## src/hw/idac_pkg.sv

```systemverilog
package idac_pkg;

    // segment structure of the converter
    localparam int N_BIN   = 6;   // binary weighted cells, lsb first
    localparam int N_THERM = 17;  // unary thermometer cells

    // calibration select
    localparam int CAL_W           = 5;   // index of the cell routed to ical
    localparam int CAL_FIRST_THERM = 7;   // first code that picks a thermometer cell
    localparam int CAL_LAST        = 23;  // codes above this select nothing

    // currents in units of one lsb cell
    localparam int THERM_WEIGHT = 64;  // one thermometer cell
    localparam int SUM_W        = 11;  // full scale is 63 + 17*64 = 1151

    // power sequencing
    typedef enum logic [1:0] {
        PWR_OFF,     // powered down, outputs forced to zero
        PWR_SETTLE,  // bias settling after power-up
        PWR_ON       // cells steer the outputs
    } power_state_t;

endpackage

```

## src/hw/idac_cell_decoder.sv

```systemverilog
`timescale 1ns/100ps

module idac_cell_decoder (
    input  logic                                          clk,
    input  logic                                          rst_n,
    input  logic [idac_pkg::N_BIN-1:0]                    datain,
    input  logic [idac_pkg::N_BIN-1:0]                    datainb,
    input  logic [idac_pkg::N_THERM-1:0]                  datatherm,
    input  logic [idac_pkg::N_THERM-1:0]                  datathermb,
    input  logic [idac_pkg::CAL_W-1:0]                    dataical,
    output logic [idac_pkg::N_BIN+idac_pkg::N_THERM-1:0]  pos_mask,
    output logic [idac_pkg::N_BIN+idac_pkg::N_THERM-1:0]  neg_mask,
    output logic                                          cal_bin_red,
    output logic [idac_pkg::N_BIN+idac_pkg::N_THERM-1:0]  cal_therm
);
    import idac_pkg::*;

    localparam int N_CELLS = N_BIN + N_THERM;

    logic [N_CELLS-1:0] data_all;   // binary cells in the low bits
    logic [N_CELLS-1:0] datab_all;
    logic [N_CELLS-1:0] cal_sel;    // cell pulled out of both sums
    logic [N_CELLS-1:0] pos_next;
    logic [N_CELLS-1:0] neg_next;
    logic               red_next;

    assign data_all  = {datatherm, datain};
    assign datab_all = {datathermb, datainb};

    // one-hot cell select from the calibration code
    always_comb begin
        cal_sel = '0;
        if (dataical != '0 && int'(dataical) < CAL_FIRST_THERM) begin
            cal_sel[int'(dataical) - 1] = 1'b1;  // binary cells 0 to 5
        end else if (int'(dataical) >= CAL_FIRST_THERM && int'(dataical) <= CAL_LAST) begin
            cal_sel[N_BIN + int'(dataical) - CAL_FIRST_THERM] = 1'b1;
        end
    end

    // code 1 measures the redundant lsb in place of binary cell 0
    assign red_next = (dataical == CAL_W'(1));

    // a cell steers only when its pair is complementary
    assign pos_next = data_all & ~datab_all & ~cal_sel;
    assign neg_next = ~data_all & datab_all & ~cal_sel;

    always_ff @(posedge clk or negedge rst_n) begin
        if (!rst_n) begin
            pos_mask    <= '0;
            neg_mask    <= '0;
            cal_bin_red <= 1'b0;
            cal_therm   <= '0;
        end else begin
            pos_mask    <= pos_next;
            neg_mask    <= neg_next;
            cal_bin_red <= red_next;
            cal_therm   <= cal_sel & ~{N_CELLS{red_next}};
        end
    end

endmodule

```

## src/hw/idac_current_sum.sv

```systemverilog
`timescale 1ns/100ps

module idac_current_sum (
    input  logic                                          clk,
    input  logic                                          rst_n,
    input  logic                                          active,
    input  logic [idac_pkg::N_BIN+idac_pkg::N_THERM-1:0]  pos_mask,
    input  logic [idac_pkg::N_BIN+idac_pkg::N_THERM-1:0]  neg_mask,
    input  logic                                          cal_bin_red,
    input  logic [idac_pkg::N_BIN+idac_pkg::N_THERM-1:0]  cal_therm,
    output logic [idac_pkg::SUM_W-1:0]                    iout,
    output logic [idac_pkg::SUM_W-1:0]                    ioutb,
    output logic [idac_pkg::SUM_W-1:0]                    ical,
    output logic                                          out_en,
    output logic                                          ical_en
);
    import idac_pkg::*;

    localparam int N_CELLS = N_BIN + N_THERM;

    logic [SUM_W-1:0] pos_sum;
    logic [SUM_W-1:0] neg_sum;
    logic [SUM_W-1:0] cal_sum;
    logic             cal_any;

    // current of one cell in lsb units
    function automatic logic [SUM_W-1:0] cell_weight(input int idx);
        if (idx < N_BIN) begin
            return SUM_W'(1) << idx;
        end
        return SUM_W'(THERM_WEIGHT);
    endfunction

    always_comb begin
        pos_sum = '0;
        neg_sum = '0;
        cal_sum = {{(SUM_W-1){1'b0}}, cal_bin_red};  // redundant cell weighs 1
        for (int i = 0; i < N_CELLS; i++) begin
            if (pos_mask[i]) begin
                pos_sum = pos_sum + cell_weight(i);
            end
            if (neg_mask[i]) begin
                neg_sum = neg_sum + cell_weight(i);
            end
            if (cal_therm[i]) begin
                cal_sum = cal_sum + cell_weight(i);
            end
        end
    end

    assign cal_any = cal_bin_red || (cal_therm != '0);

    always_ff @(posedge clk or negedge rst_n) begin
        if (!rst_n) begin
            iout    <= '0;
            ioutb   <= '0;
            ical    <= '0;
            out_en  <= 1'b0;
            ical_en <= 1'b0;
        end else begin
            iout    <= active ? pos_sum : '0;  // powered down reads zero
            ioutb   <= active ? neg_sum : '0;
            ical    <= active ? cal_sum : '0;
            out_en  <= active;
            ical_en <= active && cal_any;
        end
    end

endmodule

```

## src/hw/idac_power_fsm.sv

```systemverilog
`timescale 1ns/100ps

module idac_power_fsm #(
    parameter int SETTLE_CYCLES = 16
) (
    input  logic clk,
    input  logic rst_n,
    input  logic pdb,          // power-down negate, level
    input  logic settle_done,  // one-cycle pulse from the settle timer
    output logic timer_start,  // starts the settle count
    output logic active        // cells may drive the outputs
);
    import idac_pkg::*;

    power_state_t state;
    power_state_t state_next;

    // the timer samples this on the same edge that leaves PWR_OFF,
    // so the settle count begins on the power-up edge itself
    assign timer_start = (state == PWR_OFF) && pdb;
    assign active      = (state == PWR_ON);

    always_comb begin
        state_next = state;
        if (!pdb) begin
            state_next = PWR_OFF;  // power-down wins in every state
        end else begin
            case (state)
                PWR_OFF:    state_next = PWR_SETTLE;
                PWR_SETTLE: begin
                    if (settle_done) begin
                        state_next = PWR_ON;
                    end
                end
                PWR_ON:     state_next = PWR_ON;
                default:    state_next = PWR_OFF;
            endcase
        end
    end

    always_ff @(posedge clk or negedge rst_n) begin
        if (!rst_n) begin
            state <= PWR_OFF;
        end else begin
            state <= state_next;
        end
    end

    // a zero settle length would leave settle_done stuck low
    initial begin
        if (SETTLE_CYCLES < 1) begin
            $error("SETTLE_CYCLES must be 1 or more");
        end
    end

endmodule

```

## src/hw/idac_settle_timer.sv

```systemverilog
`timescale 1ns/100ps

module idac_settle_timer #(
    parameter int SETTLE_CYCLES = 16
) (
    input  logic clk,
    input  logic rst_n,
    input  logic timer_start,  // load, also restarts an aborted count
    output logic settle_done   // high for one cycle when the count expires
);
    localparam int CNT_W = $clog2(SETTLE_CYCLES + 1);

    logic [CNT_W-1:0] cnt;

    always_ff @(posedge clk or negedge rst_n) begin
        if (!rst_n) begin
            cnt         <= '0;
            settle_done <= 1'b0;
        end else if (timer_start) begin
            cnt         <= CNT_W'(SETTLE_CYCLES);
            settle_done <= 1'b0;  // drop any pulse left from an aborted count
        end else if (cnt != '0) begin
            cnt         <= cnt - 1'b1;
            settle_done <= (cnt == CNT_W'(1));  // last step of the count
        end else begin
            settle_done <= 1'b0;  // idle while the dac is off or on
        end
    end

endmodule

```

## src/hw/idac_top.sv

```systemverilog
`timescale 1ns/100ps

module idac_top #(
    parameter int SETTLE_CYCLES = 16  // clock cycles of bias settling
) (
    input  logic                          clk,
    input  logic                          rst_n,
    input  logic                          pdb,
    input  logic [idac_pkg::N_BIN-1:0]    datain,
    input  logic [idac_pkg::N_BIN-1:0]    datainb,
    input  logic [idac_pkg::N_THERM-1:0]  datatherm,
    input  logic [idac_pkg::N_THERM-1:0]  datathermb,
    input  logic [idac_pkg::CAL_W-1:0]    dataical,
    output logic [idac_pkg::SUM_W-1:0]    iout,
    output logic [idac_pkg::SUM_W-1:0]    ioutb,
    output logic [idac_pkg::SUM_W-1:0]    ical,
    output logic                          out_en,
    output logic                          ical_en
);
    import idac_pkg::*;

    logic                       timer_start;
    logic                       settle_done;
    logic                       active;
    logic [N_BIN+N_THERM-1:0]   pos_mask;
    logic [N_BIN+N_THERM-1:0]   neg_mask;
    logic                       cal_bin_red;
    logic [N_BIN+N_THERM-1:0]   cal_therm;

    idac_power_fsm #(
        .SETTLE_CYCLES (SETTLE_CYCLES)
    ) u_power_fsm (
        .clk         (clk),
        .rst_n       (rst_n),
        .pdb         (pdb),
        .settle_done (settle_done),
        .timer_start (timer_start),
        .active      (active)
    );

    idac_settle_timer #(
        .SETTLE_CYCLES (SETTLE_CYCLES)
    ) u_settle_timer (
        .clk         (clk),
        .rst_n       (rst_n),
        .timer_start (timer_start),
        .settle_done (settle_done)
    );

    idac_cell_decoder u_cell_decoder (
        .clk         (clk),
        .rst_n       (rst_n),
        .datain      (datain),
        .datainb     (datainb),
        .datatherm   (datatherm),
        .datathermb  (datathermb),
        .dataical    (dataical),
        .pos_mask    (pos_mask),
        .neg_mask    (neg_mask),
        .cal_bin_red (cal_bin_red),
        .cal_therm   (cal_therm)
    );

    idac_current_sum u_current_sum (
        .clk         (clk),
        .rst_n       (rst_n),
        .active      (active),
        .pos_mask    (pos_mask),
        .neg_mask    (neg_mask),
        .cal_bin_red (cal_bin_red),
        .cal_therm   (cal_therm),
        .iout        (iout),
        .ioutb       (ioutb),
        .ical        (ical),
        .out_en      (out_en),
        .ical_en     (ical_en)
    );

endmodule
```

## config.mk

```make
export PLATFORM = sky130hd
export DESIGN_NAME = idac_top
export DESIGN_NICKNAME = d
export VERILOG_FILES = /design/src/hw/idac_pkg.sv /design/src/hw/idac_cell_decoder.sv /design/src/hw/idac_current_sum.sv /design/src/hw/idac_power_fsm.sv /design/src/hw/idac_settle_timer.sv /design/src/hw/idac_top.sv
export SDC_FILE = /design/constraint.sdc
export NUM_CORES = 1
export LEC_CHECK = 0
export BUFFER_PORTS_ARGS = -buffer_cell sky130_fd_sc_hd__buf_2
export CAP_MARGIN = 0
export CORE_ASPECT_RATIO = 1.1
export CORE_MARGIN = 4
export CORE_UTILIZATION = 35
export DETAILED_ROUTE_END_ITERATION = 16
export HOLD_SLACK_MARGIN = 0.1
export PLACE_DENSITY_LB_ADDON = 0.1
export REMOVE_ABC_BUFFERS = 1
export SETUP_SLACK_MARGIN = 0.2
export SYNTH_ARGS = -nofsm -noshare
export SYNTH_HDL_FRONTEND = slang
export SYNTH_HIERARCHICAL = 1
export SYNTH_SLANG_ARGS = --single-unit
```

## constraint.sdc

```tcl
create_clock -name clk -period 13 [get_ports clk]
set_clock_uncertainty 0.05 [all_clocks]
set_input_delay 1.95 -clock clk [delete_from_list [all_inputs] [get_ports clk]]
set_output_delay 1.95 -clock clk [all_outputs]
set_load 0.01 [all_outputs]
```

==> out/metrics.yaml <==
outcome:
  status: "finished clean"
worst_setup_path:
  worst-endpoint-arrival_ns: 11.18
  worstSetupPathType: "reg2reg"
  timing.critical_path.fanout_max: 6
  r2r_path_end: "u_current_sum/iout[10]$_DFF_PN0_"
  critPathMostFrequentCell: "sky130_fd_sc_hd__ha_1"
  critPathCaptureType: "flip-flop"
  ff2ff_setup_slack_ns: 2.07
  cpPeakStageDelay_ns: 0.46
  timing.reg2reg.worst_path_depth: 51
  timing.rr.start: "u_cell_decoder/pos_mask[6]$_DFF_PN0_"
  cp-start-kind: "flip-flop"
  timing.critical_path.slowest_stage_cell: "sky130_fd_sc_hd__or3b_2"
  cp_data_required_time_ns: 13.25
timing:
  final_max_slew_viol_count: 0
  final_setup_violation_count: 0
  min_period_ns: 10.93
  fmaxAchievable_mhz: 91.5
  totalNegativeSetupSlack_ns: 0
  tightest_slew_ns: 1.01
  hold_viol: 0
  maxSlewHeadroom: 0.327
  setup_repair_after_global_routing_missed_its_margin: "no"
  final_min_period_over_clock_period: 0.841
synth:
  ys.flop_type: "sky130_fd_sc_hd__dfrtp_1"
  synth_edf_count: 0
  yosys-top-cells-area: "sky130_fd_sc_hd__dfrtp_1, sky130_fd_sc_hd__xnor2_1, sky130_fd_sc_hd__ha_1"
  synth.lib_cells_used.distinct: 92
  yosys_warnings: 6
  leading_area_contributor_after_synthesis: "sky130_fd_sc_hd__dfrtp_1"
  yosysSeqAreaShare: 0.281
  post_syn_area_per_cell_um2: 8.89
  synth.cells.most_frequent: "sky130_fd_sc_hd__dfrtp_1, sky130_fd_sc_hd__nand2_1, sky130_fd_sc_hd__xnor2_1"
  netlist_area_um2: 10100
  synth_cells: 1131
  synth-seq-cells: 113
  post-synth-top-count-cell: "sky130_fd_sc_hd__dfrtp_1"
  yosysTopAreaCellShare: 0.281
  ffs_w_async_s_r_synth: 1.00
die:
  total_die_area_um2: 31500
  coreArea_um2: 28100
  num_rows: 64
  start_util: 0.358
  io_pins: 89
  die_h_um: 186
  die-width_um: 170
layout:
  finish.utilization: 0.403
  layout_nets: 1303
  area_delta_synth_final_pct: 12.7
  drive_gt1_frac: 0.152
global_routing:
  initial_antenna_violation_count: 4
  grt_first_pass_wirelength_mm: 39.4
  use_met2: 0.274
  grt_pass1_vias: 8099
  busiest_layer: "met2"
  met1_global_route_usage: 0.191
  all_layer_gr_usage: 0.154
  grt_use_met3: 0.0285
  grt_start_max_net_pins: 80
  globalRouteOverflowTotal: 0
hold_path:
  min_delay_worst_endpoint: "u_current_sum/ioutb[5]$_DFF_PN0_"
  hold_depth: 1
  hold_path_startpoint: "u_cell_decoder/neg_mask[5]$_DFF_PN0_"
  min_path_type: "reg2reg"
clock_tree:
  h_tree_levels: 4
  cts_setup_buffers: 0
  clock-root-buffer: "sky130_fd_sc_hd__clkbuf_16"
  cts_tree: "built"
  clock_insertion_delay_worst_skew_ns: 0.42
  cts.sink_count: 113
  post_cts_resize_count: 0
  clkSlewWorstSetupHoldPaths_ns: 0.06
  tritoncts.num_buffers: 17
  clock_tree_buffer_depth: 2
  cts_hold_buf: 0
placement:
  place_congestion: 0.832
  place_hpwl_mm: 19.0
  port-buffer-count: 88
power_and_ir_drop:
  worst_vdd_rail_ir_drop_uv: 76.0
  p_leak_nw: 5.26
  power.density_nw_per_um2: 141
routing:
  drt_drc_violations_left: 0
  dr.first_iter.drc_count: 346
  drtPass1Iterations: 4
  final_antenna_net_count: 0
  wl_per_cell_um: 15.3
  post_drt_via_cell_ratio: 5.07
  finalWirelength_mm: 23.9
  via_count: 7928
flow_run:
  max_cap_viol: 0
==> critical path: cells and delay by family, from the launching register on <==
kind | cells | cell delay (ns)
XOR/XNOR | 1 | 0.21
adder cells (fa/ha/maj) | 15 | 4.55
AO/OA/AOI/OAI | 11 | 2.01
buffers and inverters | 5 | 0.43
AND/OR/NAND/NOR | 14 | 2.19
flip-flops | 1 | 0.35
multiplexers | 5 | 1.02
==> metrics by stage <==
| stage | std cells | setup slack, ns | hold WS, ns | instance area [um^2] | total power [mW] |
|---|---|---|---|---|---|
| finish | 1565 | 2.07 | 0.404 | 11300 | 1.60 |
| global route | 1564 | 1.24 | 0.422 | 11300 | 1.73 |
| CTS | 1564 | 2.07 | 0.405 | 11300 | 1.63 |
| detailed placement | 1532 | 2.14 | 0.391 | 10700 | 1.12 |
| global placement | 1532 | 2.44 | 0.388 | 10700 | 1.11 |
| floorplan | 1076 | 2.98 | 0.384 | 9780 | 0.963 |
==> final cells by class <==
cell class	instances	area (um^2)
Antenna cell	1	2.50
Timing Repair Buffer	93	480
Sequential cell	113	2830
Tap cell	363	454
Inverter	54	203
Fill cell	2864	16800
Multi-Input combinational cell	909	6750
Clock buffer	17	425
Clock inverter	15	199
==> sequential cells by signal, indices dropped and copies added (netlist names) <==
signal	flops
u_power_fsm/state	2
u_settle_timer/cnt	5
u_cell_decoder/cal_bin_red	1
u_current_sum/ical	11
u_cell_decoder/cal_therm	23
u_settle_timer/settle_done	1
u_current_sum/ical_en	1
u_current_sum/out_en	1
u_cell_decoder/pos_mask	23
u_current_sum/iout	11
u_cell_decoder/neg_mask	23
u_current_sum/ioutb	11
==> worst max-delay path by stage <==
stage                                            end  slack, ns                                 start  depth (start not counted)
detailed placement  u_current_sum/iout[10]$_DFF_PN0_       2.14  u_cell_decoder/pos_mask[6]$_DFF_PN0_                         51
finish              u_current_sum/iout[10]$_DFF_PN0_       2.07  u_cell_decoder/pos_mask[6]$_DFF_PN0_                         51
global placement    u_current_sum/iout[10]$_DFF_PN0_       2.44  u_cell_decoder/pos_mask[6]$_DFF_PN0_                         51
floorplan           u_current_sum/iout[10]$_DFF_PN0_       2.98  u_cell_decoder/pos_mask[6]$_DFF_PN0_                         51
CTS                 u_current_sum/iout[10]$_DFF_PN0_       2.07  u_cell_decoder/pos_mask[6]$_DFF_PN0_                         51
global route        u_current_sum/iout[10]$_DFF_PN0_       1.24  u_cell_decoder/pos_mask[6]$_DFF_PN0_                         51
==> cell usage in the layout, fill, tap and decap left out, types with 47 or more instances in the layout <==
| cell | synthesis | final |
|---|---|---|
| sky130_fd_sc_hd__a21oi_1 | 83 | 83 |
| sky130_fd_sc_hd__nand2_1 | 105 | 105 |
| sky130_fd_sc_hd__and2_1 | 47 | 47 |
| sky130_fd_sc_hd__xnor2_1 | 93 | 93 |
| sky130_fd_sc_hd__buf_2 | 14 | 87 |
| sky130_fd_sc_hd__nor2_1 | 74 | 74 |
| sky130_fd_sc_hd__ha_1 | 61 | 61 |
| sky130_fd_sc_hd__nand2b_1 | 63 | 63 |
| sky130_fd_sc_hd__inv_1 | 49 | 49 |
| sky130_fd_sc_hd__dfrtp_1 | 113 | 113 |
==> power breakdown <==
| group | switching [mW] | total (mW) | internal, mW |
|---|---|---|---|
| logic | 0.376 | 0.693 | 0.317 |
| registers | 0.0292 | 0.414 | 0.385 |
| clock network | 0.187 | 0.495 | 0.308 |
| total | 0.593 | 1.60 | 1.01 |
==> metal layers <==
metal	vias to the layer above	wire length (um)
met5	-	30
met4	8	344
met3	25	818
met2	95	11900
met1	3752	10900
li1	4048	-
==> kinds of logic (layout without fill, tap and decap cells) <==
group                    after synthesis  count (layout)  share of synthesized area
AO/OA/AOI/OAI                        223             223                      0.147
XOR/XNOR                             166             166                      0.194
adder cells (fa/ha/maj)               62              62                     0.0769
buffers and inverters                109             179                     0.0484
flip-flops                           113             113                      0.281
multiplexers                          19              19                     0.0199
other                                  1               2                   0.000373
AND/OR/NAND/NOR                      438             438                      0.233
No activity file was read; power rests on OpenSTA's default activity.
